## src/verilog/pg_rule_pkg.sv

```systemverilog
package pg_rule_pkg;

    localparam int RULE_ID_WIDTH = 8;
    localparam int RULE_DEPTH    = 2 ** RULE_ID_WIDTH;

    // Table read plus compare
    localparam int LANE_LATENCY = 2;

    localparam logic [15:0] RULE_PORT_BASE = 16'd1000;

    typedef logic [RULE_ID_WIDTH-1:0] rule_id_t;

    typedef struct packed {
        logic        tcp;
        logic [15:0] port;
    } rule_entry_t;

    // Even IDs are TCP rules
    function automatic rule_entry_t rule_table_entry(input rule_id_t id);
        rule_entry_t entry;
        if (id == '0) begin
            entry.tcp  = 1'b0;
            entry.port = 16'd0;
        end else begin
            entry.tcp  = ~id[0];
            entry.port = RULE_PORT_BASE + 16'(id);
        end
        return entry;
    endfunction

endpackage

```

## src/verilog/rule_lane.sv

```systemverilog
`timescale 1ns/1ps

module rule_lane (
    input  logic                  clk,
    input  logic [15:0]           src_port,
    input  logic [15:0]           dst_port,
    input  logic                  tcp,
    input  pg_rule_pkg::rule_id_t rule_id,
    output pg_rule_pkg::rule_id_t slot_out
);
    import pg_rule_pkg::*;

    rule_entry_t table_mem [RULE_DEPTH];
    rule_entry_t entry_q;
    rule_id_t    id_q;
    logic        port_hit;
    logic        hit;

    // Local copy of the port-group table
    initial begin
        for (int i = 0; i < RULE_DEPTH; i++) begin
            table_mem[i] = rule_table_entry(rule_id_t'(i));
        end
    end

    always_ff @(posedge clk) begin
        entry_q <= table_mem[rule_id];
        id_q    <= rule_id;
    end

    assign port_hit = (entry_q.port == src_port) || (entry_q.port == dst_port);
    assign hit      = port_hit && (entry_q.tcp == tcp) && (id_q != '0);

    // Failing rule reads as zero
    always_ff @(posedge clk) begin
        slot_out <= hit ? id_q : '0;
    end

endmodule

```

## config.mk

```make
export PLATFORM = sky130hd
export DESIGN_NAME = rule_lane
export DESIGN_NICKNAME = d
export VERILOG_FILES = /design/src/verilog/pg_rule_pkg.sv /design/src/verilog/rule_lane.sv
export SDC_FILE = /design/constraint.sdc
export NUM_CORES = 1
export LEC_CHECK = 0
export BUFFER_PORTS_ARGS = -buffer_cell sky130_fd_sc_hd__buf_2
export CAP_MARGIN = 20
export CORE_AREA = 2 2 42 60
export DETAILED_ROUTE_END_ITERATION = 6
export DIE_AREA = 0 0 44 62
export GPL_TIMING_DRIVEN = 0
export PLACE_DENSITY = 0.79
export RECOVER_POWER = 25
export SLEW_MARGIN = 20
export SYNTH_ARGS = -nofsm -noshare
export SYNTH_HDL_FRONTEND = slang
export SYNTH_MEMORY_MAX_BITS = 65536
export SYNTH_SLANG_ARGS = --single-unit
```

## constraint.sdc

```tcl
create_clock -name clk -period 2.6 [get_ports clk]
set_input_delay 0.78 -clock clk [delete_from_list [all_inputs] [get_ports clk]]
set_output_delay 0.78 -clock clk [all_outputs]
set_load 0.05 [all_outputs]
```

---- Word-level counts from Yosys, hierarchy flattened ----
Memory sizes are Yosys's and may differ from the RTL's. A register that Yosys moved wholly into a read port is not among the register bits.
Cells that the tools add are included.
cells by class
  eq/ne operators ......................... 3
  reduce and logical (&&, ||, !) cells .... 4
operator list
  cell                  count
  equality test 16 bit  2
  nonzero test 8 bit    1
  logical AND 1 bit     2
  equality test 1 bit   1
  logical OR 1 bit      1
word-level totals
  bits in registers ....................... 32
  memory bits (read-only) ................. 3,072
  input bits .............................. 42
  output and inout bits ................... 8
  logic and storage cells ................. 11
  memories kept ........................... 1
memory list
  memory     words  width  rd ports  clocked after Yosys merged registers in  write ports  RTL line         source
  table_mem  256    12     1         1                                        0            rule_lane.sv:13  rule_entry_t table_mem [RULE_DEPTH];

---- Depth between registers and ports, before layout ----
  word-level depth ........................ 4
  mapped depth ............................ 4
  mapped depth without buffers ............ 4

---- Least setup slack after synthesis ----
No wires, ideal clock.
  kind .................................... input port to flip-flop
  from .................................... input dst_port[13]
  to ...................................... register slot_out[0]
  setup time .............................. 71 ps
  arrival ................................. 1,932 ps
  data required time ...................... 2,529 ps
  setup slack ............................. 597 ps
  stages .................................. 4
  path buffers ............................ 0
  cell sequence ........................... or4_1 -> nor4_2 -> nand4_2 -> a21oi_1
on the way
  word-level cells in the longest chain between the ends .. 4
RTL lines
  element                          RTL line         source
  from (decl)                      rule_lane.sv:6   input logic [15:0] dst_port,
  equality test 16 bit             rule_lane.sv:31  assign port_hit = (entry_q.port == src_port) || (entry_q.port == dst_port);
  logical OR 1 bit                 rule_lane.sv:31
  logical AND 1 bit (2 in series)  rule_lane.sv:32  assign hit = port_hit && (entry_q.tcp == tcp) && (id_q != '0);
  to (signal assigned)             rule_lane.sv:36  slot_out <= hit ? id_q : '0;
  to (decl)                        rule_lane.sv:9   output pg_rule_pkg::rule_id_t slot_out
Every way passes these cells.
A chain may end at the register's enable or synchronous reset.

---- Worst setup path after layout ----
Same ends and word-level chain as after synthesis.

==> flow_metrics.tcl <==
set metrics [dict create \
    status "finished clean" \
    clock_slew_at_the_register_clock_pins_of_the_worst_setup_and_hold_paths_ns 0.12 \
    synth-seq-cells 24 \
    tritoncts "built" \
    wirelength_mm 2.123 \
    ir_drop_v 0.0003182 \
    dr.first_iter.drc_count 19 \
    post_cts_resize_count 0 \
    worst_hold_path.num_cells 2 \
    postCtsSetupBuffers 0 \
    initial_antenna_violation_count 0 \
    routed_via_density 5.140 \
    via_count 884 \
    period_minus_slack_ns 1.952 \
    postPlaceCellArea_sq_um 1255 \
    p_leak_uw 0.0006207 \
    first_pass_iters 6 \
    total_count_of_max_transition_violations_in_the_final_report 0 \
    grt_pass1_vias 800 \
    edff_count_synth 0 \
    synth_top_area_share_pct 48.98 \
    power.density_nw_per_um2 579.1 \
    crit-reg2reg-launch "entry_q[5]" \
    floorplan.die.height_um 62 \
    tns_ns 0 \
    netlist_area_sq_um 980.9 \
    synth_top_area_cell "dfxtp_1" \
    clock_tree.buffer_depth 2 \
    postSynthNetCount 140 \
    grt_start_max_net_pins 15 \
    ys_top_cells_by_count "24 x dfxtp_1, 18 x xor2_1, 12 x nand2_1, 10 x a21oi_1, 4 x nor4_1" \
    gp_congestion 0.7135 \
    detail_route.wl_per_cell_um 12.34 \
    crit_start "dst_port[13]" \
    cts-htree-levels 1 \
    drive_gt1_share_pct 35.57 \
    floorplan.io_pins 50 \
    count_of_hold_buffers_inserted_by_post_cts_repair 0 \
    cell_with_the_most_instances_after_synthesis "dfxtp_1" \
    cts_inserted_buffers 3 \
    cts_root_buf "clkbuf_4" \
    hold_path.startpoint "id_q[5]" \
    yosysSeqAreaShare_pct 48.98 \
    layout_worst_path_cycle_share_pct 75.06 \
    worst_pin_slew_ns 0.5815 \
    grt_setup_unrepaired "false" \
    netlist_instances 96 \
    grt_first_pass_wirelength_mm 3.180 \
    critical_path_peak_fanout 8 \
    yosys.cell_types.count 21 \
    worst_skew_pair_latency_ns 0.31 \
    synth_area_per_cell_sq_um 10.22 \
    slew_headroom_pct 60.95 \
    yosys_most_used_dff "dfxtp_1" \
    finalClockSkew_ns 0.006863 \
    final_hpwl_from_detailed_placement_mm 1.716 \
    rr_worst_depth 4 \
    dieArea_sq_um 2728 \
    remaining_drcs 0 \
    antenna_cells_inserted 0 \
    hp-class "flop to flop" \
    max_freq_ghz 0.5124 \
    worst-endpoint-required_ns 2.85 \
    worstSetupEndpointType "flop" \
    die_w_um 44 \
    num_rows 21 \
    global_route.usage.total_pct 16.07 \
    max_cap_viols 0 \
    grt-ovfl-total 0 \
    number_of_port_buffers 49 \
    synth.yosys.warnings 0 \
    synthToLayoutAreaGrowth_pct 32.40 \
    cp_data_arrival_time_ns 2.20 \
    postRouteAntennaNets 0 \
    largest_cells_by_area_after_synthesis "dfxtp_1 49%, xor2_1 16%, a21oi_1 5.1%, nand2_1 4.6%, ha_1 2.6%" \
    hold_viol_final 0 \
    finalSetupViolations 0 \
    design_area_sq_um 1299 \
    finish.net_count 194 \
    cts.sinks 24 \
    starting_density_of_the_core_pct 43.41 \
    design.core.area_sq_um 2260 \
    n_fill_cell 191 \
    ys_async_sr_fraction_pct 0 \
    worstSetupPathType "input pin to flop" \
    timing.critical_path.from_type "input pin" \
]
[logic make-up after synthesis]
logic type      after synthesis  share of synthesized area, %
xor+xnor                     19                         16.96
compound gates               14                         7.908
fa+ha+maj                     2                         2.551
simple gates                 32                         19.51
buf+inv                       2                        0.7656
mux                           3                         3.316
flops                        24                         48.98
[layout by cell type, fill, tap and decap left out]
cell type,n
buf_2,42
dfxtp_1,24
xor2_1,18
nand2_1,12
a21oi_1,10
clkbuf_1,7
nor4_1,4
or3_1,3
o31ai_1,3
clkbuf_4,3
mux2_2,2
nor2_1,2
inv_1,2
nand3_1,2
nor4_2,2
nor3_1,2
nand4_2,2
ha_1,2
o21ai_0,1
nand2b_1,1
mux2i_1,1
or4_1,1
or4_4,1
xnor2_1,1
bufinv_16,1
[registers in the layout, summed over array words and instances (netlist names)]
register,count
id_q,8
entry_q,8
slot_out,8
[worst paths after layout]
kind / endpoint / slack, ns
setup / recovery: slot_out[0] / 0.65
hold / removal: slot_out[5] / 0.42
setup reg to reg: slot_out[0] / 1.14
hold reg to reg: slot_out[5] / 0.42
[critical path, cell delays in order]
cell and delay, ns:
buf_2 0.09, or4_1 0.54, nor4_2 0.32, nand4_2 0.26, a21oi_1 0.21
[power by group]
group          internal, uW  switching, uW  leakage, uW
Combinational          48.4           48.0     0.000394
Sequential              383           11.3     0.000199
Clock                   156            105    0.0000279
[layer usage]
| metal | global-route usage [%] | up-vias | share of wire (%) |
|---|---|---|---|
| met5 | 0 | - | 0 |
| met4 | 7.792 | 0 | 1.7 |
| met3 | 2.601 | 7 | 6.5 |
| met2 | 35.08 | 33 | 58 |
| met1 | 13.08 | 403 | 34 |
| li1 | - | 441 | - |
[final cells by class]
type	count	area, sq um	area share (%)
clock buffers	3	22.52	1.734
clock inverters	1	30.03	2.312
inverters	2	7.507	0.5780
multi-input cells	70	493.0	37.96
flip-flops and latches	24	480.5	36.99
well taps	23	28.78	2.216
repair buffers	49	236.5	18.21
[stage by stage]
| stage | setup slack (ns) | hold slack, ns | utilization [%] | total power [uW] | cells |
|---|---|---|---|---|---|
| floorplan | 0.5970 | 0.3975 | - | 448.8 | 96 |
| global placement | 0.3698 | 0.4055 | 55.54 | 494.6 | 168 |
| detailed placement | 0.3138 | 0.4050 | 55.54 | 499.2 | 168 |
| CTS | 0.6304 | 0.4203 | 57.86 | 754.9 | 172 |
| global route | 0.5367 | 0.4395 | 57.48 | 781.4 | 172 |
| finish | 0.6485 | 0.4218 | 57.48 | 752.1 | 172 |
Power figures use the tool's default switching activity.
