<file path="src/verilog/pg_rule_pkg.sv">
package pg_rule_pkg;

    localparam int RULE_ID_WIDTH = 8;
    localparam int RULE_DEPTH    = 2 ** RULE_ID_WIDTH;

    // Table read plus compare
    localparam int LANE_LATENCY = 2;

    localparam logic [15:0] RULE_PORT_BASE = 16'd1000;

    typedef logic [RULE_ID_WIDTH-1:0] rule_id_t;

    typedef struct packed {
        logic        tcp;
        logic [15:0] port;
    } rule_entry_t;

    // Even IDs are TCP rules
    function automatic rule_entry_t rule_table_entry(input rule_id_t id);
        rule_entry_t entry;
        if (id == '0) begin
            entry.tcp  = 1'b0;
            entry.port = 16'd0;
        end else begin
            entry.tcp  = ~id[0];
            entry.port = RULE_PORT_BASE + 16'(id);
        end
        return entry;
    endfunction

endpackage

</file>
<file path="src/verilog/pg_stream_pkg.sv">
package pg_stream_pkg;

    localparam int SLOT_WIDTH = 16;
    localparam int NUM_SLOTS  = 4;
    localparam int BEAT_WIDTH = SLOT_WIDTH * NUM_SLOTS;

    typedef logic [BEAT_WIDTH-1:0] beat_data_t;

    // Per-packet record
    typedef struct packed {
        logic [15:0] src_port;
        logic [15:0] dst_port;
        logic [7:0]  prot;
    } meta_t;

    localparam logic [7:0] PROT_TCP = 8'd6;

    // Rule FIFO payload
    typedef struct packed {
        beat_data_t data;
        logic       sop;
        logic       eop;
    } rule_word_t;

    localparam int FIFO_DEPTH     = 32;
    localparam int AFULL_SLACK    = 6;
    localparam int FIFO_PTR_WIDTH = $clog2(FIFO_DEPTH);
    localparam int FIFO_CNT_WIDTH = $clog2(FIFO_DEPTH + 1);

endpackage

</file>
<file path="src/verilog/rule_dispatch.sv">
`timescale 1ns/1ps

module rule_dispatch (
    input  logic                      clk,
    input  logic                      rst,
    input  pg_stream_pkg::meta_t      in_meta_data,
    input  logic                      in_meta_valid,
    output logic                      in_meta_ready,
    input  pg_stream_pkg::beat_data_t in_rule_data,
    input  logic                      in_rule_eop,
    input  logic                      in_rule_valid,
    output logic                      in_rule_ready,
    input  logic                      rule_afull,
    input  logic                      meta_afull,
    output logic [15:0]               src_port,
    output logic [15:0]               dst_port,
    output logic                      tcp,
    output pg_rule_pkg::rule_id_t [pg_stream_pkg::NUM_SLOTS-1:0] lane_ids,
    output logic                      beat_valid,
    output logic                      beat_eop,
    output logic                      meta_push
);
    import pg_stream_pkg::*;
    import pg_rule_pkg::*;

    typedef enum logic {
        IDLE,
        RULE
    } state_t;

    state_t state;
    logic   start;
    logic   accept;

    // Record still shows valid during its consume pulse
    assign start = (state == IDLE) && in_meta_valid && !in_meta_ready
                   && !rule_afull && !meta_afull;

    assign in_rule_ready = (state == RULE) && !rule_afull;
    assign accept        = in_rule_valid && in_rule_ready;
    assign meta_push     = in_meta_ready;

    always_ff @(posedge clk) begin
        if (rst) begin
            state         <= IDLE;
            beat_valid    <= 1'b0;
            beat_eop      <= 1'b0;
            in_meta_ready <= 1'b0;
        end else begin
            beat_valid    <= accept;
            beat_eop      <= accept && in_rule_eop;
            in_meta_ready <= accept && in_rule_eop;
            case (state)
                IDLE: begin
                    if (start) begin
                        state <= RULE;
                    end
                end
                RULE: begin
                    if (accept && in_rule_eop) begin
                        state <= IDLE;
                    end
                end
                default: state <= IDLE;
            endcase
        end
    end

    // Packet fields held for the whole packet
    always_ff @(posedge clk) begin
        if (start) begin
            src_port <= in_meta_data.src_port;
            dst_port <= in_meta_data.dst_port;
            tcp      <= (in_meta_data.prot == PROT_TCP);
        end
        if (accept) begin
            for (int s = 0; s < NUM_SLOTS; s++) begin
                lane_ids[s] <= in_rule_data[s*SLOT_WIDTH +: RULE_ID_WIDTH];
            end
        end
    end

endmodule

</file>
<file path="config.mk">
export PLATFORM = sky130hd
export DESIGN_NAME = rule_dispatch
export DESIGN_NICKNAME = d
export VERILOG_FILES = /design/src/verilog/pg_rule_pkg.sv /design/src/verilog/pg_stream_pkg.sv /design/src/verilog/rule_dispatch.sv
export SDC_FILE = /design/constraint.sdc
export NUM_CORES = 1
export LEC_CHECK = 0
export BUFFER_PORTS_ARGS = -buffer_cell sky130_fd_sc_hd__buf_2
export CAP_MARGIN = 20
export CORE_ASPECT_RATIO = 0.75
export CORE_MARGIN = 2
export CORE_UTILIZATION = 42
export CTS_BUF_LIST = sky130_fd_sc_hd__clkbuf_8
export DETAILED_ROUTE_END_ITERATION = 10
export GPL_ROUTABILITY_DRIVEN = 0
export PLACE_DENSITY = 0.87
export RECOVER_POWER = 50
export SLEW_MARGIN = 10
export SYNTH_ARGS = -nofsm -noshare
export SYNTH_HDL_FRONTEND = slang
export SYNTH_SLANG_ARGS = --single-unit
</file>
<file path="constraint.sdc">
create_clock -name clk -period 7.95 [get_ports clk]
set_input_delay 1.59 -clock clk [delete_from_list [all_inputs] [get_ports clk]]
set_output_delay 1.59 -clock clk [all_outputs]
set_load 0.1 [all_outputs]
</file>
# --- Yosys cells after proc, flatten, opt, wreduce, memory -nomap -nowiden ---
# Index checks and enable logic that the tools add are counted.
op_classes:
  n_eq_ne: 1
  n_reduce_logical: 10
  muxes: 3
  bitwise: 1
op_table:
  columns: ["op", "count"]
  rows:
  - ["equality test 8 x 3 -> 1 bit, second input constant", 1]
  - ["logical AND 1 bit", 7]
  - ["logical NOT 1 bit", 3]
  - ["2-to-1 mux 1 bit", 2]
  - ["case mux 1 bit (2 select lines)", 1]
  - ["NOT 1 bit", 1]
totals:
  output_inout_bits: 70
  input_bits: 111
  wordCells: 25
  register_bits: 68

# --- Logic depth before layout (Yosys ltp) ---
logic_depth:
  word_depth: 7
  mapped_depth: 2
  ltp_nobuf: 2

# --- Worst setup path after synthesis ---
# No wires, ideal clock.
synth_timing:
  path_type: "input port to flip-flop"
  start: "in rule_afull"
  end: "reg dst_port[0], enable pin"
  arrival_ns: 4.899
  slack_ns: 2.542
  t_required_ns: 7.441
  path_buffers: 0
  stages: 1
  setup_time_ns: 0.509
  path_cell_list: "nor4_1"
synth_between:
  elab_chain_cells: 3
synth_lines:
  columns: ["item", "line_no", "rtl"]
  rows:
  - ["start, declared", "rule_dispatch.sv:13", "input logic rule_afull,"]
  - ["logical NOT 1 bit", "rule_dispatch.sv:37", "&& !rule_afull && !meta_afull;"]
  - ["logical AND 1 bit (2 in a row)", "rule_dispatch.sv:37", null]
  - ["end signal, assigned", "rule_dispatch.sv:73", "dst_port <= in_meta_data.dst_port;"]
  - ["end, declared", "rule_dispatch.sv:16", "output logic [15:0] dst_port,"]
# Every way passes these cells.
# A chain may end at the register's enable or synchronous reset.

# --- Worst setup path after layout ---
layout_timing:
  start: "in rule_afull"
  end: "out in_rule_ready"
layout_between:
  elab_chain_cells: 2
layout_lines:
  columns: ["item", "line_no", "rtl"]
  rows:
  - ["logical NOT 1 bit", "rule_dispatch.sv:39", "assign in_rule_ready = (state == RULE) && !rule_afull;"]
  - ["logical AND 1 bit", "rule_dispatch.sv:39", null]
  - ["end, declared", "rule_dispatch.sv:12", "output logic in_rule_ready,"]
# Every way passes these cells.

==> results.py <==
metrics = {
    "worst_setup_path": {
        "cp-start-kind": "input pin",
        "end_kind": "output port",
        "worstSetupPathType": "in2out",
        "crit_arrival_ns": 2.32,
        "crit_required_ns": 6.36,
        "critical_path.max_fanout": 5,
    },
    "grt": {
        "antenna_found_initial": 0,
        "first_global_vias": 1437,
        "grt_remaining_overflow": 0,
        "grt_max_degree": 34,
        "grt_pass1_wl_mm": 7.02,
        "grt.total_usage_pct": 17.9,
    },
    "power_and_ir_drop": {
        "finalPower_uw": 808,
        "leakage_nw": 1.36,
        "power.density_nw_per_um2": 255,
        "ir_worst_vdd_mv": 0.112,
    },
    "cts": {
        "cts_root_buf": "clkbuf_8",
        "clockBufferDepth": 2,
        "htreeDepth": 3,
        "post_cts_buffers": 0,
        "cts_num_sinks": 68,
        "path_clk_slew_ns": 0.07,
        "cts_hold_buffers": 0,
        "cts-resized-gates": 0,
        "cts_tree": "built",
        "cts_inserted_buffers": 9,
        "insertion_delay_ns": 0.33,
    },
    "yosys": {
        "ys_seq_area_share_pct": 94.8,
        "synth_enable_flop_cells": 65,
        "synth_most_common_cell": "edfxtp_1",
        "netlist_top_cells_area": "edfxtp_1 92%, dfxtp_1 2.8%, buf_4 0.71%",
        "synth_top_area_share_pct": 92.0,
        "async_flop_share_pct": 0,
        "synth_area_um2": 2120,
        "ys_warn_count": 0,
        "synth_flop_cell": "edfxtp_1",
        "ys_types": 14,
        "synth_common_cells": "65 x edfxtp_1, 3 x dfxtp_1, 2 x and2_1, 2 x buf_4, 2 x or4_1",
        "synth.avg_cell_area_um2": 25.6,
        "syn_inst": 83,
        "synth_seq_cells": 68,
        "syn-num-nets": 194,
        "synth_top_area_cell": "edfxtp_1",
    },
    "sta": {
        "setup_tns_ns": 0,
        "maxClockFrequency_ghz": 0.256,
        "slew-limit-headroom_pct": -15.2,
        "tightest_slew_ns": 1.73,
        "slew_viol_final": 67,
        "hold_viol": 0,
        "rsz0062_at_grt": "no",
        "timing.final.crit_share_pct": 49.2,
        "min_period_ns": 3.91,
        "setup_violations": 0,
        "fin_skew_ns": 0.00475,
    },
    "layout": {
        "final_area_um2": 3160,
        "diodes": 0,
        "post-route-util_pct": 64.9,
        "layout-area-overhead-vs-synth_pct": 49.1,
        "instances_no_fill": 307,
        "drive_above_1_share_pct": 64.8,
        "finalNetCount": 353,
    },
    "routing": {
        "first_pass_iters": 4,
        "drc": 0,
        "first_iter_violations": 62,
        "routedWlPerCell_um": 15.7,
        "ant_nets": 0,
        "vias": 1394,
        "wl_mm": 4.82,
        "viasPerCell": 4.54,
    },
    "floorplanning": {
        "ios": 181,
        "die_w_um": 86.1,
        "core_area_um2": 4870,
        "fp.dieH_um": 65.6,
        "die_area_um2": 5640,
        "start_util_pct": 43.6,
        "rows": 22,
    },
    "flow_run": {
        "max_cap_violations": 2,
    },
    "status": {
        "status": "complete, but fails checks",
        "violations": "capacitance limit, slew limit",
    },
    "placement": {
        "dpl.cell_count": 291,
        "place_area_um2": 2940,
        "port_buffers": 148,
    },
    "hold_path": {
        "hp-class": "reg2reg",
    },
}
==> registers in the layout (all words and copies together), names as in the netlist <==
register,count
dst_port,16
src_port,16
lane_ids,32
beat_valid,1
beat_eop,1
state,1
tcp,1
==> routing by layer <==
metal | vias to the layer above | GRT usage, % | share of wire [%] | wire length (um)
met1 | 662 | 19.5 | 36 | 1720
met3 | 7 | 9.17 | 9.7 | 465
met5 | - | 0 | 0 | 0
met4 | 0 | 5.95 | 1.3 | 63
met2 | 78 | 30.2 | 53 | 2560
li1 | 647 | - | - | -
==> power by group <==
group	switching, mW	leakage, nW	internal [mW]
clock network	0.120	0.119	0.204
logic	0.0614	0.621	0.0187
registers	0.00224	0.617	0.401
==> cells by family after synthesis <==
logic type | Yosys count | synth area share, %
buffers and inverters | 3 | 0.884
AOI/OAI and AO/OA | 1 | 0.413
and+or+nand+nor | 11 | 3.89
DFF | 68 | 94.8
==> metrics by stage <==
step / hold slack (ns) / setup WS [ns]
final: 0.563 / 4.04
after global routing: 0.594 / 3.98
after CTS: 0.564 / 4.07
after detailed placement: 0.552 / 4.06
after global placement: 0.511 / 4.08
after floorplan: 0.477 / 2.54
==> cell type report <==
type / instances / area, um2
multi-input cells: 12 / 97.6
inverters: 1 / 3.75
clock inverters: 7 / 106
repair buffers: 150 / 746
fillers: 362 / 1710
flip-flops and latches: 68 / 2010
well taps: 60 / 75.1
clock buffers: 9 / 124
==> critical path, stage by stage <==
cell and delay (ns):
clkbuf_1 0.13, nor2b_1 0.15, buf_2 0.44
==> worst paths after layout <==
check | start | end | slack [ns] | cells after the start
min reg2reg | state | state | 0.56 | 2
min | state | state | 0.56 | 2
max reg2reg | beat_eop | dst_port[15] | 5.58 | 3
max | rule_afull | in_rule_ready | 4.04 | 3
==> placed cells by master, fill, tap and decap left out, types with 2 or more instances in the layout <==
master,netlist,final
buf_2,0,146
bufinv_16,0,3
edfxtp_1,65,65
dfxtp_1,3,3
clkbuf_1,0,4
inv_1,1,2
or4_1,2,2
clkinv_1,0,2
clkbuf_8,0,9
Note: power is estimated with default switching activity, not from simulation.
