===== config.mk =====
export PLATFORM = sky130hd
export DESIGN_NAME = stream_fifo
export DESIGN_NICKNAME = d
export VERILOG_FILES = /design/src/verilog/pg_stream_pkg.sv /design/src/verilog/stream_fifo.sv
export SDC_FILE = /design/constraint.sdc
export NUM_CORES = 1
export LEC_CHECK = 0
export BUFFER_PORTS_ARGS = -buffer_cell sky130_fd_sc_hd__clkbuf_2
export CAP_MARGIN = 25
export CORE_MARGIN = 4
export CORE_UTILIZATION = 30
export DETAILED_ROUTE_END_ITERATION = 16
export SYNTH_ARGS = -nofsm -noshare
export SYNTH_HDL_FRONTEND = slang
export SYNTH_SLANG_ARGS = --single-unit

===== constraint.sdc =====
create_clock -name clk -period 3.46 [get_ports clk]
set_input_delay 0.346 -clock clk [delete_from_list [all_inputs] [get_ports clk]]
set_output_delay 0.346 -clock clk [all_outputs]
set_load 0.02 [all_outputs]

===== src/verilog/pg_stream_pkg.sv =====
package pg_stream_pkg;

    localparam int SLOT_WIDTH = 16;
    localparam int NUM_SLOTS  = 4;
    localparam int BEAT_WIDTH = SLOT_WIDTH * NUM_SLOTS;

    typedef logic [BEAT_WIDTH-1:0] beat_data_t;

    // Per-packet record
    typedef struct packed {
        logic [15:0] src_port;
        logic [15:0] dst_port;
        logic [7:0]  prot;
    } meta_t;

    localparam logic [7:0] PROT_TCP = 8'd6;

    // Rule FIFO payload
    typedef struct packed {
        beat_data_t data;
        logic       sop;
        logic       eop;
    } rule_word_t;

    localparam int FIFO_DEPTH     = 32;
    localparam int AFULL_SLACK    = 6;
    localparam int FIFO_PTR_WIDTH = $clog2(FIFO_DEPTH);
    localparam int FIFO_CNT_WIDTH = $clog2(FIFO_DEPTH + 1);

endpackage


===== src/verilog/stream_fifo.sv =====
`timescale 1ns/1ps

module stream_fifo #(
    parameter type T = logic [7:0]
) (
    input  logic clk,
    input  logic rst,
    input  T     in_data,
    input  logic in_valid,
    output logic in_ready,
    output T     out_data,
    output logic out_valid,
    input  logic out_ready,
    output logic almost_full
);
    import pg_stream_pkg::*;

    T                          mem [FIFO_DEPTH];
    logic [FIFO_PTR_WIDTH-1:0] wr_ptr;
    logic [FIFO_PTR_WIDTH-1:0] rd_ptr;
    logic [FIFO_CNT_WIDTH-1:0] count;
    logic                      wr_en;
    logic                      rd_en;

    assign in_ready  = (count != FIFO_CNT_WIDTH'(FIFO_DEPTH));
    assign out_valid = (count != '0);
    assign wr_en     = in_valid && in_ready;
    assign rd_en     = out_valid && out_ready;

    // Show-ahead read of the head entry
    assign out_data = mem[rd_ptr];

    // Fewer than AFULL_SLACK free entries
    assign almost_full = (count > FIFO_CNT_WIDTH'(FIFO_DEPTH - AFULL_SLACK));

    always_ff @(posedge clk) begin
        if (wr_en) begin
            mem[wr_ptr] <= in_data;
        end
    end

    always_ff @(posedge clk) begin
        if (rst) begin
            wr_ptr <= '0;
            rd_ptr <= '0;
            count  <= '0;
        end else begin
            if (wr_en) begin
                wr_ptr <= wr_ptr + 1'b1;
            end
            if (rd_en) begin
                rd_ptr <= rd_ptr + 1'b1;
            end
            case ({wr_en, rd_en})
                2'b10:   count <= count + 1'b1;
                2'b01:   count <= count - 1'b1;
                default: count <= count;
            endcase
        end
    end

endmodule

# Word level (Yosys, flattened, before mapping)
# Memories as Yosys holds them, arrays and structs flattened. A register that Yosys moved wholly into a read port is not among the register bits.
# Cells that the tools add are included.
[totals]
regBits = 16
ram_bits = 256
input_bits = 12
output_inout_bits = 11
elab_cells = 21
n_memories = 1
[memory_table]
columns = ["name", "words", "word_bits", "rd", "rd_clocked_by_memory_dff", "wr", "line_no", "rtl"]
rows = [
  ["mem", 32, 8, 1, 1, 1, "stream_fifo.sv:18", "T mem [FIFO_DEPTH];"],
]
[classes]
add_sub_neg = 4
magnitude_cmp = 1
n_eq_ne = 3
mux = 5
n_reduce_logical = 4
[ops]
columns = ["op", "count"]
rows = [
  ["$pmux 6 s2", 1],
  ["$add 5x1->5 const B", 2],
  ["$mux 5", 2],
  ["$add 6x1->6 const B", 1],
  ["$gt 6x5->1 const B", 1],
  ["$ne 6x6->1 const B", 1],
  ["$reduce_bool 6->1", 1],
  ["$sub 6x1->6 const B", 1],
  ["$eq 2x1->1 const B", 1],
  ["$eq 2x2->1 const B", 1],
  ["$logic_and 1x1->1", 2],
  ["$mux 1", 2],
  ["$reduce_bool 2->1", 1],
]

# Depth between registers and ports, before layout
[depth]
ltp_word = 4
ltp_mapped = 12
depth_no_buf = 10

# Worst setup path before layout
# Ideal clock, no wire load.
[synth_timing]
kind = "flip-flop to flip-flop"
from = "register count[0]"
to = "register count[4]"
setup_ns = 0.121
arrival_ns = 2.830
t_required_ns = 3.339
slack_ns = 0.509
path_stages_with_launch = 13
n_path_buf = 2
period_less_slack_ns = 2.951
cell_sequence = "dfxtp_1 > buf_6 > or2_2 > o31ai_2 > inv_1 > ha_1 > clkbuf_1 > xor2_1 > ha_1 > a21oi_1 > a32oi_1 > a31oi_1 > mux2_2"
[synth_via]
elab_chain_cells = 4
word_cells_on_any_way = 10
cone_classes = "add/sub (2); eq/ne (3); mux (1); reduce/logical (4)"
[synth_rtl]
columns = ["element", "line_no", "rtl"]
rows = [
  ["start: declaration", "stream_fifo.sv:21", "logic [FIFO_CNT_WIDTH-1:0] count;"],
  ["start signal: assignment", "stream_fifo.sv:55", "2'b10: count <= count + 1'b1;"],
  ["start signal: assignment", "stream_fifo.sv:56", "2'b01: count <= count - 1'b1;"],
  ["start signal: assignment", "stream_fifo.sv:57", "default: count <= count;"],
  ["parallel branches: the longest is 4 deep, another holds $sub 6x1->6", "-", ""],
]
# Parallel ways; which one is timed is not known.
# A chain may end at the register's enable or synchronous reset.

==> results_tabular.tex <==
\begin{tabular}{lr}
\hline
Metric & Value \\
\hline
\multicolumn{2}{l}{\textbf{Setup path}} \\
\quad Crit path largest cell delay & 520 ps \\
\quad Critical Path End Type & output port \\
\quad Category of the worst setup path launch point & register \\
\quad Critical R2R Launch & count[2] \\
\quad Series of cell instances along the critical path & buf\_12 -> buf\_4 -> mux4\_2 -> a221oi\_1 -> nand3\_1 -> clkbuf\_2 \\
\quad Crit-path slowest cell & mux4\_2 \\
\quad Critical Path RT & 3110 ps \\
\quad Cell family with most CP delay & buffers and inverters \\
\quad Critical path fanouts, max & 22 \\
\quad Flop-to-flop setup slack & 430 ps \\
\quad Reg2reg end & count[4] \\
\quad Data arrival time at the worst-slack endpoint & 2920 ps \\
\quad Setup Crit Path Kind & register to output port \\
\quad Combined buffer and inverter count along the critical path & 3 \\
\quad Length in cells of the worst reg-to-reg path & 10 \\
\multicolumn{2}{l}{\textbf{Pwr}} \\
\quad Switching portion of total power & 27.6\% \\
\quad VDD IR max & 0.496 mV \\
\quad Net load switching power & 2370 uW \\
\quad Clock Power Share & 33.8\% \\
\quad Sequential power share & 45.7\% \\
\quad PD cells & 673 mW/mm\^{}2 \\
\quad Internal power & 6200 uW \\
\quad Overall Power & 8570 uW \\
\quad LEAKAGE & 0.00394 uW \\
\quad Proportion of power drawn by combinational gates & 20.5\% \\
\multicolumn{2}{l}{\textbf{Floorplanning}} \\
\quad Starting density of the core & 30.4\% \\
\quad Ports & 23 \\
\quad Die outline height & 200 um \\
\quad Die ar. & 0.0401 mm\^{}2 \\
\quad Num rows & 70 \\
\quad Die span in x & 200 um \\
\quad Area of the core & 0.0365 mm\^{}2 \\
\multicolumn{2}{l}{\textbf{Drt}} \\
\quad Remaining antenna violation count & 0 \\
\quad DRC violation count after routing & 0 \\
\quad WL per Instance & 19.4 um \\
\quad Drt initial violations & 450 \\
\quad Total iterations of the first detailed-routing run & 5 \\
\quad Routed vias & 5632 \\
\quad Routed wire length & 22600 um \\
\quad Ratio of routed vias to standard cells & 4.83 \\
\multicolumn{2}{l}{\textbf{Final layout}} \\
\quad Area grow syn2layout & 14.7\% \\
\quad Net count reported at finish & 695 \\
\quad Final antenna diode count & 0 \\
\quad Filler Cells Inserted & 3425 \\
\quad Reg area & 0.00811 mm\^{}2 \\
\quad Share of final-layout standard cells stronger than drive strength 1 & 19.2\% \\
\quad Multi-input combinational cell area & 0.00277 mm\^{}2 \\
\quad Layout Cells excl Fill & 1165 \\
\multicolumn{2}{l}{\textbf{Clocking}} \\
\quad TritonCTS clock tree & done \\
\quad Post-CTS Setup Inserts & 0 \\
\quad Clk\_lat worst skew & 560 ps \\
\quad Clock slew at reported path FFs & 60 ps \\
\quad Number of instances resized during post-cts repair & 0 \\
\quad CTS sink count & 277 \\
\quad Number of buffers on the longest clock path & 3 \\
\quad Root Driver & clkbuf\_16 \\
\quad Hold buffers post-CTS & 0 \\
\quad H-Tree Level Count & 1 \\
\quad Num CTS Buffers & 28 \\
\multicolumn{2}{l}{\textbf{Global route}} \\
\quad Antenna violations before repair & 0 \\
\quad Largest net degree at the start of global routing & 35 \\
\quad Vias in the first global route & 5608 \\
\quad Global-route usage over all layers & 11.0\% \\
\quad Global-route congestion overflow total & 0 \\
\quad Global-route wire length before repair & 34500 um \\
\multicolumn{2}{l}{\textbf{STA}} \\
\quad Final hold slack & 252 ps \\
\quad Clock skew & 34.1 ps \\
\quad Max transition margin & 36.0\% \\
\quad Minimum period implied by the final worst setup slack & 3260 ps \\
\quad Final hold violations & 0 \\
\quad Final setup violation count & 0 \\
\quad Max Slew Vio Count & 0 \\
\quad Maximum achievable frequency & 306 MHz \\
\quad Aggregate negative setup slack & 0 ps \\
\quad RSZ-0062 raised after global routing & no \\
\quad Worst Max-Slew Pin Slew & 956 ps \\
\quad Final period utilization & 94.4\% \\
\multicolumn{2}{l}{\textbf{Synth}} \\
\quad Number of synthesized flops with an enable pin & 256 \\
\quad Count of different cell masters after synthesis & 53 \\
\quad Net count of the mapped netlist & 649 \\
\quad Part of the Yosys area used for sequential elements & 73.1\% \\
\quad Ys async rst share & 0\% \\
\quad Yosys warning total & 0 \\
\quad Flop and latch count out of synthesis & 277 \\
\quad Syn Area/Cell & 17.6 um\^{}2 \\
\quad Number of instances in the synthesized netlist & 629 \\
\quad Synth Cell Area & 0.0111 mm\^{}2 \\
\quad Primary flip-flop cell chosen by synthesis mapping & edfxtp\_1 \\
\multicolumn{2}{l}{\textbf{Hold path}} \\
\quad Cells on Worst Hold Path & 2 \\
\quad HP Class & input pin to register \\
\quad End of the worst hold path & count[3] \\
\quad Origin of the worst min-delay path & rst \\
\multicolumn{2}{l}{\textbf{Place}} \\
\quad Gpl congestion & 0.794 \\
\quad Placed cell count & 1113 \\
\quad Buffers on Ports & 22 \\
\quad DP Wirelength & 14000 um \\
\multicolumn{2}{l}{\textbf{Job}} \\
\quad Max Cap Viol & 0 \\
\multicolumn{2}{l}{\textbf{Outcome}} \\
\quad Result of the run & finished, final reports clean \\
\hline
\end{tabular}
==> per-stage QoR <==
step	cell area, um^2	utilization, %	setup slack (ps)
6_report	12700	34.8	195
5_1_grt	12700	34.8	61.5
4_1_cts	12700	34.8	181
3_5_place_dp	11800	32.4	466
3_3_place_gp	11800	32.4	514
2_1_floorplan	11100	-	509
==> routing by layer <==
layer	share of wire (%)	vias up	GRT usage, %	routed length [um]
met1	46	2849	15.8	10300
met2	47	136	17.4	10500
met5	0	-	0	0
met4	2.4	0	2.88	548
met3	5.2	41	2.02	1180
li1	-	2606	-	-
==> power by group through the flow <==
stage	Combinational, uW	Sequential [uW]	Clock, uW
global route	1910	3940	3140
finish	1760	3920	2890
global placement	1770	3990	0
floorplan	1400	3880	0
detailed placement	1780	3990	0
CTS	1790	3920	2980
==> cell usage after synthesis (all sizes together) (2+ instances only) <==
library cell,number,area (um^2)
clkbuf,15,56.3
or3,5,31.3
a22oi,32,240
o21ai,5,25.0
a31oi,3,25.0
o311ai,2,35.0
nand3,30,150
mux2i,67,671
buf,20,130
nand2b,2,12.5
nand3b,5,37.5
a22o,8,70.1
xnor2,3,26.3
dfxtp,21,420
inv,8,30.0
ha,8,100
nand2,8,30.0
edfxtp,256,7690
or4b,2,23.8
nor2b,4,25.0
xor2,7,61.3
nor2,51,191
o31ai,2,20.0
a21oi,8,40.0
a221oi,8,82.6
mux4,32,724
==> cell type report <==
class | count | area share (%)
sequential | 277 | 63.8
multi-input combinational | 309 | 21.7
clock buffer | 36 | 5.90
tap | 468 | 4.60
timing repair buffer | 51 | 2.67
clock inverter | 16 | 1.08
inverter | 8 | 0.236
==> flip-flops by register name, indices dropped and copies added, names as in the netlist, named ones only <==
register / cells
count: 6
rd_ptr: 5
wr_ptr: 5
mem: 256
==> placed cells by master (no fill, tap or decap), types with 2 or more instances in the layout <==
cell type  netlist  final
buf_4            2     28
nand3b_1         5      5
xnor2_1          3      3
mux2i_1         67     67
clkinv_1         0      6
a22o_1           8      8
xor2_1           7      7
clkinv_2         0      6
nand3_1         30     30
a221oi_1         6      6
dfxtp_1         21     19
inv_1            8      8
nand2b_1         2      2
a22oi_1         32     32
or3_1            5      5
clkbuf_8         0      2
ha_1             8      8
a21oi_1          8      8
nor2_1          51     51
nor2b_1          4      4
nand2_1          8      8
a221oi_2         2      2
bufinv_16        0      2
mux4_2          31     31
clkbuf_1        15      6
edfxtp_1       256    256
clkbuf_16        0     28
o21ai_0          5      5
clkbuf_2         0     22
a31oi_1          2      2
==> cells by family after synthesis <==
group / Yosys count / synth area share [%]
DFF: 277 / 73.1
xor gates and xnor gates: 10 / 0.790
adders and majority gates: 8 / 0.903
buffers and inverters: 43 / 1.95
AOI/OAI and AO/OA: 75 / 5.43
and+or+nand+nor: 116 / 5.14
muxes: 100 / 12.7
==> worst max path at each step <==
stage,start,to,slack (ps),cells past startpoint
floorplan,count[0],count[4],510,12
detailed placement,count[2],count[4],470,10
CTS,register,out_data[4],180,6
global route,register,out_data[4],60,6
finish,register,out_data[4],200,6
global placement,count[2],count[4],510,10
(Power assumes the default switching activity.)
