## config.mk

```make
export PLATFORM = sky130hd
export DESIGN_NAME = rule_compactor
export DESIGN_NICKNAME = d
export VERILOG_FILES = /design/src/verilog/pg_rule_pkg.sv /design/src/verilog/pg_stream_pkg.sv /design/src/verilog/rule_compactor.sv
export SDC_FILE = /design/constraint.sdc
export NUM_CORES = 1
export LEC_CHECK = 0
export BUFFER_PORTS_ARGS = -buffer_cell sky130_fd_sc_hd__buf_2
export CORE_UTILIZATION = 30
export CTS_CLUSTER_DIAMETER = 200
export CTS_CLUSTER_SIZE = 8
export DETAILED_ROUTE_END_ITERATION = 7
export HOLD_SLACK_MARGIN = 0.1
export PLACE_DENSITY = 0.62
export SETUP_SLACK_MARGIN = 0.1
export SLEW_MARGIN = 20
export SYNTH_ARGS = -nofsm -noshare
export SYNTH_HDL_FRONTEND = slang
export SYNTH_SLANG_ARGS = --single-unit
```

## constraint.sdc

```tcl
create_clock -name clk -period 2.55 [get_ports clk]
set_clock_uncertainty 0.2 [all_clocks]
set_input_delay 0.1275 -clock clk [delete_from_list [all_inputs] [get_ports clk]]
set_output_delay 0.1275 -clock clk [all_outputs]
set_load 0.05 [all_outputs]
```

## src/verilog/pg_rule_pkg.sv

```systemverilog
package pg_rule_pkg;

    localparam int RULE_ID_WIDTH = 8;
    localparam int RULE_DEPTH    = 2 ** RULE_ID_WIDTH;

    // Table read plus compare
    localparam int LANE_LATENCY = 2;

    localparam logic [15:0] RULE_PORT_BASE = 16'd1000;

    typedef logic [RULE_ID_WIDTH-1:0] rule_id_t;

    typedef struct packed {
        logic        tcp;
        logic [15:0] port;
    } rule_entry_t;

    // Even IDs are TCP rules
    function automatic rule_entry_t rule_table_entry(input rule_id_t id);
        rule_entry_t entry;
        if (id == '0) begin
            entry.tcp  = 1'b0;
            entry.port = 16'd0;
        end else begin
            entry.tcp  = ~id[0];
            entry.port = RULE_PORT_BASE + 16'(id);
        end
        return entry;
    endfunction

endpackage

```

## src/verilog/pg_stream_pkg.sv

```systemverilog
package pg_stream_pkg;

    localparam int SLOT_WIDTH = 16;
    localparam int NUM_SLOTS  = 4;
    localparam int BEAT_WIDTH = SLOT_WIDTH * NUM_SLOTS;

    typedef logic [BEAT_WIDTH-1:0] beat_data_t;

    // Per-packet record
    typedef struct packed {
        logic [15:0] src_port;
        logic [15:0] dst_port;
        logic [7:0]  prot;
    } meta_t;

    localparam logic [7:0] PROT_TCP = 8'd6;

    // Rule FIFO payload
    typedef struct packed {
        beat_data_t data;
        logic       sop;
        logic       eop;
    } rule_word_t;

    localparam int FIFO_DEPTH     = 32;
    localparam int AFULL_SLACK    = 6;
    localparam int FIFO_PTR_WIDTH = $clog2(FIFO_DEPTH);
    localparam int FIFO_CNT_WIDTH = $clog2(FIFO_DEPTH + 1);

endpackage

```

## src/verilog/rule_compactor.sv

```systemverilog
`timescale 1ns/1ps

module rule_compactor (
    input  logic                      clk,
    input  logic                      rst,
    input  pg_rule_pkg::rule_id_t [pg_stream_pkg::NUM_SLOTS-1:0] lane_slots,
    input  logic                      beat_valid,
    input  logic                      beat_eop,
    output logic                      fifo_push,
    output pg_stream_pkg::rule_word_t fifo_word,
    output logic [31:0]               stats_beats_checked,
    output logic [31:0]               stats_beats_kept
);
    import pg_stream_pkg::*;
    import pg_rule_pkg::*;

    logic [LANE_LATENCY-1:0] valid_sr;
    logic [LANE_LATENCY-1:0] eop_sr;
    logic                    res_valid;
    logic                    res_eop;
    logic                    any_hit;
    logic                    keep;
    logic                    mid_pkt;
    beat_data_t              res_data;

    // Line up beat flags with the lane results
    always_ff @(posedge clk) begin
        if (rst) begin
            valid_sr <= '0;
            eop_sr   <= '0;
        end else begin
            valid_sr <= (valid_sr << 1) | LANE_LATENCY'(beat_valid);
            eop_sr   <= (eop_sr << 1) | LANE_LATENCY'(beat_eop);
        end
    end

    assign res_valid = valid_sr[LANE_LATENCY-1];
    assign res_eop   = eop_sr[LANE_LATENCY-1];

    always_comb begin
        res_data = '0;
        any_hit  = 1'b0;
        for (int s = 0; s < NUM_SLOTS; s++) begin
            res_data[s*SLOT_WIDTH +: RULE_ID_WIDTH] = lane_slots[s];
            any_hit = any_hit | (lane_slots[s] != '0);
        end
    end

    // Last beat always goes out so the packet closes
    assign keep = res_valid && (any_hit || res_eop);

    always_ff @(posedge clk) begin
        if (rst) begin
            fifo_push           <= 1'b0;
            mid_pkt             <= 1'b0;
            stats_beats_checked <= '0;
            stats_beats_kept    <= '0;
        end else begin
            fifo_push <= keep;
            if (keep) begin
                mid_pkt <= !res_eop;
            end
            if (res_valid && !res_eop) begin
                stats_beats_checked <= stats_beats_checked + 1'b1;
            end
            if (keep && !res_eop) begin
                stats_beats_kept <= stats_beats_kept + 1'b1;
            end
        end
    end

    always_ff @(posedge clk) begin
        fifo_word.data <= res_data;
        fifo_word.sop  <= !mid_pkt;
        fifo_word.eop  <= res_eop;
    end

endmodule

```

* Word-level counts from Yosys, hierarchy flattened *
Index checks and enable logic that the tools add are counted.

cells by class
  $add $sub $neg = 2
  bitwise gates (word level) = 5
  reduce and logical (&&, ||, !) cells = 10

operators with widths
  kind                   count
  $add 32x1->32 const B  2
  $reduce_bool 8->1      4
  $or 2x1->2             2
  $logic_and 1x1->1      3
  $or 1x1->1             3
  $logic_not 1->1        2
  $logic_or 1x1->1       1

storage, ports and cells
  flip-flop bits (word level) = 104
  input port bits = 36
  logic and storage cells = 26

* Logic depth before layout (Yosys ltp) *
Gate-level depths: netlist of the first run.

  depth after elaboration = 7
  mapped depth = 7
  gate-level depth less buffers = 6

* Worst setup path before layout of the first run *
Ideal clock, no wire load.

  path kind = reg-to-reg
  from = register stats_beats_kept[8]
  to = register stats_beats_kept[31]
  arrival time = 2173 ps
  path slack = 54 ps
  stages on the path, launching flop included = 6
  path buffers = 0
  period minus slack after synthesis = 2496 ps
  cell sequence = dfxtp_1 nand4_4 nor4_4 nand4_4 nor4_1 mux2_1

between the ends
  cells in the longest elaborated chain, start to end = 1

RTL lines
  what                    RTL line              RTL
  from (decl)             rule_compactor.sv:12  output logic [31:0] stats_beats_kept
  from (signal assigned)  rule_compactor.sv:67  stats_beats_kept <= stats_beats_kept + 1'b1;
  $add 32x1->32           rule_compactor.sv:67

Every way passes these cells.
A chain may end at the register's enable or synchronous reset.

* Worst setup path in the final report of the first run *
  from = input lane_slots[0] (netlist name)
  to = register stats_beats_kept[1]

between the ends
  cells in the longest elaborated chain, start to end = 7

RTL lines
  what                      RTL line              RTL
  from (decl)               rule_compactor.sv:6   input pg_rule_pkg::rule_id_t [pg_stream_pkg::NUM_SLOTS-1:0] lane_slots,
  $reduce_bool 8->1         rule_compactor.sv:45  any_hit = any_hit | (lane_slots[s] != '0);
  $or 1x1->1 (3 in series)  rule_compactor.sv:45
  $logic_or 1x1->1          rule_compactor.sv:50  assign keep = res_valid && (any_hit || res_eop);
  $logic_and 1x1->1         rule_compactor.sv:50
  $logic_and 1x1->1         rule_compactor.sv:66  if (keep && !res_eop) begin

Every way passes these cells.

==> results of run 1 <==
[registers in the layout (all words and copies together) (netlist names)]
register,count
fifo_push,1
stats_beats_kept,32
eop_sr,2
valid_sr,2
stats_beats_checked,32
fifo_word,34
mid_pkt,1
[area by class of cell]
cell class / count / area (um2)
Multi-Input combinational cell: 312 / 1910
Clock buffer: 10 / 229
Inverter: 6 / 22.5
Timing Repair Buffer: 181 / 1130
Tap cell: 176 / 220
Clock inverter: 6 / 52.6
Fill cell: 1325 / 7800
Sequential cell: 104 / 2090
[synth_stat cells (all sizes together)]
library cell  instances
nor4b                 1
conb                  1
o21a                  1
and4                  6
o31ai                17
or4b                  1
o21bai                1
nor4                 12
nor2b                 8
xnor2                 7
nand4b                2
clkbuf               12
nand3b                2
nor3                  2
buf                  37
o21ai                12
nand2                19
nor2                 44
nand3                20
o21ba                 1
and2b                 1
mux2                  1
or4                  17
ha                    2
nand4                21
and3                  4
dfxtp               104
o311ai                1
or2                   3
mux2i                 2
inv                   6
or3                  11
a21oi                27
and2                  7
xor2                 25
nand2b                2
[per-stage QoR]
step / worst slack (ps) / hold slack (ps) / instance area [um2]
6_report: 306 / 174 / 5650
3_3_place_gp: 387 / 39.2 / 4980
5_1_grt: 123 / 192 / 5650
2_1_floorplan: 107 / -44.8 / 4320
4_1_cts: 224 / 177 / 5630
3_5_place_dp: 313 / 42.9 / 4980
[worst paths after layout]
path / to / start / slack (ps) / cells after the start
min: fifo_word[1] / mid_pkt / 170 / 1
min reg2reg: fifo_word[1] / mid_pkt / 170 / 1
max: stats_beats_kept[1] / lane_slots[0] / 310 / 9
max reg2reg: stats_beats_kept[31] / stats_beats_kept[10] / 330 / 5
[kinds of logic (layout without fill, tap and decap cells)]
logic type / count (synthesis) / in the layout
other: 1 / 32
buffers and inverters: 55 / 203
DFF: 104 / 104
adders and majority gates: 2 / 2
and+or+nand+nor: 183 / 183
AOI/OAI and AO/OA: 60 / 60
muxes: 3 / 3
xor gates and xnor gates: 32 / 32
[worst max-delay path, cell delays in order]
cell	delay, ps
dlygate4sd3_1	540
buf_2	130
nor4_1	390
nand4_1	140
buf_4	180
o31ai_4	250
buf_12	250
mux2i_1	200
nor2_1	50
[routing by layer]
| layer | global-route usage (%) | up-vias | share of wire (%) |
|---|---|---|---|
| met5 | 0 | - | 0 |
| met4 | 8.64 | 0 | 3.2 |
| met3 | 3.25 | 24 | 4.4 |
| met2 | 26.1 | 126 | 49 |
| met1 | 17.2 | 1755 | 43 |
| li1 | - | 1853 | - |
[what timing repair did]
action / in CTS / in global routing
hold buffers: 37 / 0
hold endpoints to repair: 53 / 0
endpoints found under the setup margin: 0 / 22
buffers inserted: 0 / 2
[where the power goes]
part,internal [mW],switching [mW]
clock,0.677,0.648
combinational,0.0912,0.281
sequential,1.66,0.0134
==> impl_metrics.toml, run 1 <==
[outcome]
status = "complete, no violations"

[timing]
final-hold-violation-count = 0
period_needed_ps = 2240
maxClockFrequency_ghz = 0.446
fin_setup_tns_ps = 0
min_period_over_period_pct = 88.0
tightest_slew_ps = 540
rsz0062_at_grt = "false"
maxSlewHeadroom_pct = 64.0
finalSetupViolations = 0
finalMaxSlewViolations = 0

[synth]
yosys_warnings = 0
ys_seq_area_share_pct = 49.6
muxShareOfSynthArea_pct = 0.744
synth_top_family_by_area = "simple AND/OR/NAND/NOR gates"
yosysTopAreaCell = "dfxtp_1"
synth_top_area_share_pct = 49.6
syn_avg_cell_area_um2 = 9.55
synth.cell_area_mm2 = 0.00420
synthXorXnorAreaFrac_pct = 6.67
yosys.area_share.simple_pct = 25.6
ys_seq_elements = 104
synth.area.top_cells = "dfxtp_1, buf_4, xor2_1"
synth_cell_type_count = 47
synthAdderAreaFrac_pct = 0.596
synthCells = 440
synth_compound_area_share_pct = 8.73

[global_route]
grt_max_degree = 54
antenna_found_initial = 0
grt_use_total_pct = 15.1
overflow = 0
grt_pass1_wl_um = 17100
first_global_vias = 3523

[cells_and_area]
drive_gt1_share_pct = 28.6
final_common_cell = "buf_2"
final_util_pct = 42.0
stdcell_count = 795
syn_to_final_growth_pct = 34.4
final_cell_mix = "buf_2, dfxtp_1, nor2_1, dlygate4sd3_1, conb_1"
fin_nets = 652
antennaDiodeCount = 0

[worst_setup_path]
cp_max_fo = 53
required_ps = 2570
arrival_ps = 2260
cp-start-kind = "input pin"
crit_type = "in2reg"
end_kind = "register"

[power]
p_leak_nw = 2.40
power_mw = 3.37
max-vdd-ir-drop_mv = 0.394
p_per_area_mw_per_mm2 = 596

[die]
ios = 167
rows = 42
start_util_pct = 31.2
die_w_um = 120
core_mm2 = 0.0135
die_y_um = 120
dieArea_mm2 = 0.0145

[routing]
via_per_inst = 4.73
ant_nets = 0
dr.pass1.iters = 4
drcViolationCount = 0
drt_iter0_drc = 121
vias = 3758
wl_per_cell_um = 13.6
routed_wl_um = 10800

[clock_tree]
numCtsBuffers = 9
cts_tree = "done"
ctsRootBufferMaster = "clkbuf_16"
clock_sinks = 104
clockBufferDepth = 2
clkLatencyLatePin_ps = 350
cts.clk_slew.worst_paths_ps = 70
cts_max_level = 3
cts_resized = 0

[placed_design]
numPlacedInstances = 740
dp_hpwl_um = 7230
portBuffers = 134
gp_congestion = 0.763

[min_path]
hp-class = "reg2reg"

[flow_run]
max_cap_viol_count = 0
No activity file was read; power rests on OpenSTA's default activity.
==> inputs of run 2 (changes only) <==
--- a/config.mk
+++ b/config.mk
@@ -6,12 +6,12 @@
 export NUM_CORES = 1
 export LEC_CHECK = 0
 export BUFFER_PORTS_ARGS = -buffer_cell sky130_fd_sc_hd__buf_2
-export CORE_UTILIZATION = 30
+export CORE_UTILIZATION = 40
 export CTS_CLUSTER_DIAMETER = 200
 export CTS_CLUSTER_SIZE = 8
 export DETAILED_ROUTE_END_ITERATION = 7
 export HOLD_SLACK_MARGIN = 0.1
-export PLACE_DENSITY = 0.62
+export PLACE_DENSITY = 0.76
 export SETUP_SLACK_MARGIN = 0.1
 export SLEW_MARGIN = 20
 export SYNTH_ARGS = -nofsm -noshare
==> run 2 against run 1 <==
  * Clock power down 17%
  * Cell count down 5.3%
  * Setup slack worse by 94 ps
  * Combinational power about the same
  * Final area down 2.6%
  * Register-to-register slack worse by 40 ps
  * First-iteration DRC count up 48%
  * Routed wire length down 5.0%
  * Total power down 7.1%
  * Utilization up 12 points
  * Worst hold slack better by 21 ps
  * Sequential share of layout area up 0.98 points
  * Critical path type unchanged
  * Critical endpoint is now stats_beats_kept[9]
  * Largest cell class unchanged
  * Highest routed layer unchanged
==> impl_metrics.toml, run 2 (same netlist as run 1, synthesis figures left out) <==
[power]
p_int_mw = 2.24
p_leak_nw = 2.36
swShare_pct = 28.3
pwr-share-comb_pct = 11.8
clkPwrFrac_pct = 34.7
sequentialPowerShare_pct = 53.4
switching_power_uw = 886
p_per_area_mw_per_mm2 = 569
max-vdd-ir-drop_mv = 0.439

[die]
ios = 167
die_y_um = 104
core_mm2 = 0.0102
dieArea_mm2 = 0.0109
rows = 37
die_w_um = 104
start_util_pct = 41.1

[clock_tree]
cts_tree = "done"
cts_max_level = 3
cts_resized = 0
numCtsBuffers = 9
clock_sinks = 104
cts.clk_slew.worst_paths_ps = 100
clockBufferDepth = 2
ctsRootBufferMaster = "clkbuf_8"
clkLatencyLatePin_ps = 380
post-cts-setup-buffer-count = 0

[routing]
dr.pass1.iters = 4
drt_iter0_drc = 179
drcViolationCount = 0
ant_nets = 0
wl_per_cell_um = 13.7
routed_wl_um = 10300
via_per_inst = 4.97
vias = 3745

[min_path]
hold_path.startpoint = "lane_slots[19]"
hp-class = "in2reg"

[worst_setup_path]
critical_path_buf_inv_count = 3
rr_worst_depth = 5
cpPeakStageDelay_ps = 530
path_depth = 8
critPathTopFamily = "buffers and inverters"
worstReg2RegStart = "valid_sr[1]"
cp-start-kind = "input pin"
endpoint = "stats_beats_kept[9]"
regToRegSetupSlack_ps = 290
end_kind = "register"
cp_max_fo = 39
crit_path_start = "lane_slots[0]"
worstPathCellList = "dlygate4sd3_1 > buf_2 > nor4_1 > nand4_1 > o31ai_4 > buf_4 > or4b_2 > a21oi_1"
arrival_ps = 2370
worstReg2RegEnd = "stats_beats_kept[9]"
slowest_stage = "dlygate4sd3_1"
required_ps = 2590
crit_type = "in2reg"

[timing]
maxClockFrequency_ghz = 0.428
fin_setup_tns_ps = 0
maxSlewHeadroom_pct = 55.7
timing.final.ws_setup_ps = 212
tightest_slew_ps = 665
period_needed_ps = 2340
finalSetupViolations = 0
min_period_over_period_pct = 91.7
rsz0062_at_grt = "false"
finalMaxSlewViolations = 0
final-hold-violation-count = 0

[cells_and_area]
largest_reg_flops = 34
regMostFlops = "fifo_word"
fin_nets = 650
drive_gt1_share_pct = 28.5
syn_to_final_growth_pct = 30.9
final_cell_mix = "buf_2, dfxtp_1, nor2_1, dlygate4sd3_1, conb_1"
final_common_cell = "buf_2"
largest_registers = "fifo_word (34), stats_beats_checked (32), stats_beats_kept (32)"
finalInstanceArea_mm2 = 0.00550
final_util_pct = 53.8
antennaDiodeCount = 0

[outcome]
status = "complete, no violations"

[placed_design]
dp_hpwl_um = 7090
portBuffers = 134
place_area_mm2 = 0.00492
gp_congestion = 0.809
place_ws_ps = 317

[global_route]
grt_pass1_wl_um = 16700
grt_max_degree = 40
first_global_vias = 3527
antenna_found_initial = 0
grt_use_total_pct = 19.2
overflow = 0

[flow_run]
max_cap_viol_count = 0
run 2: cell types whose count changed in the layout (fill, tap and decap cells not counted), sizes merged:
cell,before,now
clkinvlp,2,1
bufinv,0,1
buf,144,142
run 2: how the worst min path moves through the flow:
stage | to | slack [ps] | depth (start not counted)
2_1_floorplan | fifo_word[18] | -40 | 0
3_5_place_dp | fifo_word[34] | 40 | 1
6_report | fifo_word[37] | 200 | 2
3_3_place_gp | fifo_word[34] | 40 | 1
5_1_grt | fifo_word[37] | 180 | 2
4_1_cts | fifo_word[34] | 170 | 2
run 2: final cells by class:
cell class	count	area (um2)
clock inverters	6	75.1
multi-input cells	312	1910
fillers	904	4730
clock buffers	10	138
well taps	136	170
flip-flops and latches	104	2090
repair buffers	179	1100
inverters	6	22.5
run 2: per-stage QoR:
stage	power (mW)	cells	hold WS, ps
floorplan	2.00	471	-44.8
global placement	2.03	700	39.5
detailed placement	2.03	700	43.4
CTS	3.16	753	168
global route	3.24	753	176
finish	3.13	753	195
run 2: worst register-to-register path: stages, from the launching register on:
cell     delay, ps
dfxtp_1        450
and2b_1        360
o31ai_4        130
buf_4          250
or4b_2         650
a21oi_1        150
run 2: repair_timing:
item,CTS,global route
hold buffers,37,0
hold endpoints to repair,58,0
endpoints found under the setup margin,0,0
run 2: power by group through the flow:
stage / Sequential, mW / Combinational [mW] / Clock (mW)
2_1_floorplan: 1.82 / 0.179 / 0
3_3_place_gp: 1.71 / 0.321 / 0
3_5_place_dp: 1.71 / 0.324 / 0
4_1_cts: 1.67 / 0.367 / 1.12
5_1_grt: 1.67 / 0.387 / 1.18
6_report: 1.67 / 0.370 / 1.09
run 2: routing by layer:
layer,track usage [%],up-vias,routed length [um],part of all wire (%)
met5,0,-,0,0
met4,10.5,0,290,2.8
met3,3.63,22,516,5.0
met2,34.0,128,5190,50
met1,21.6,1757,4300,42
li1,-,1838,-,-
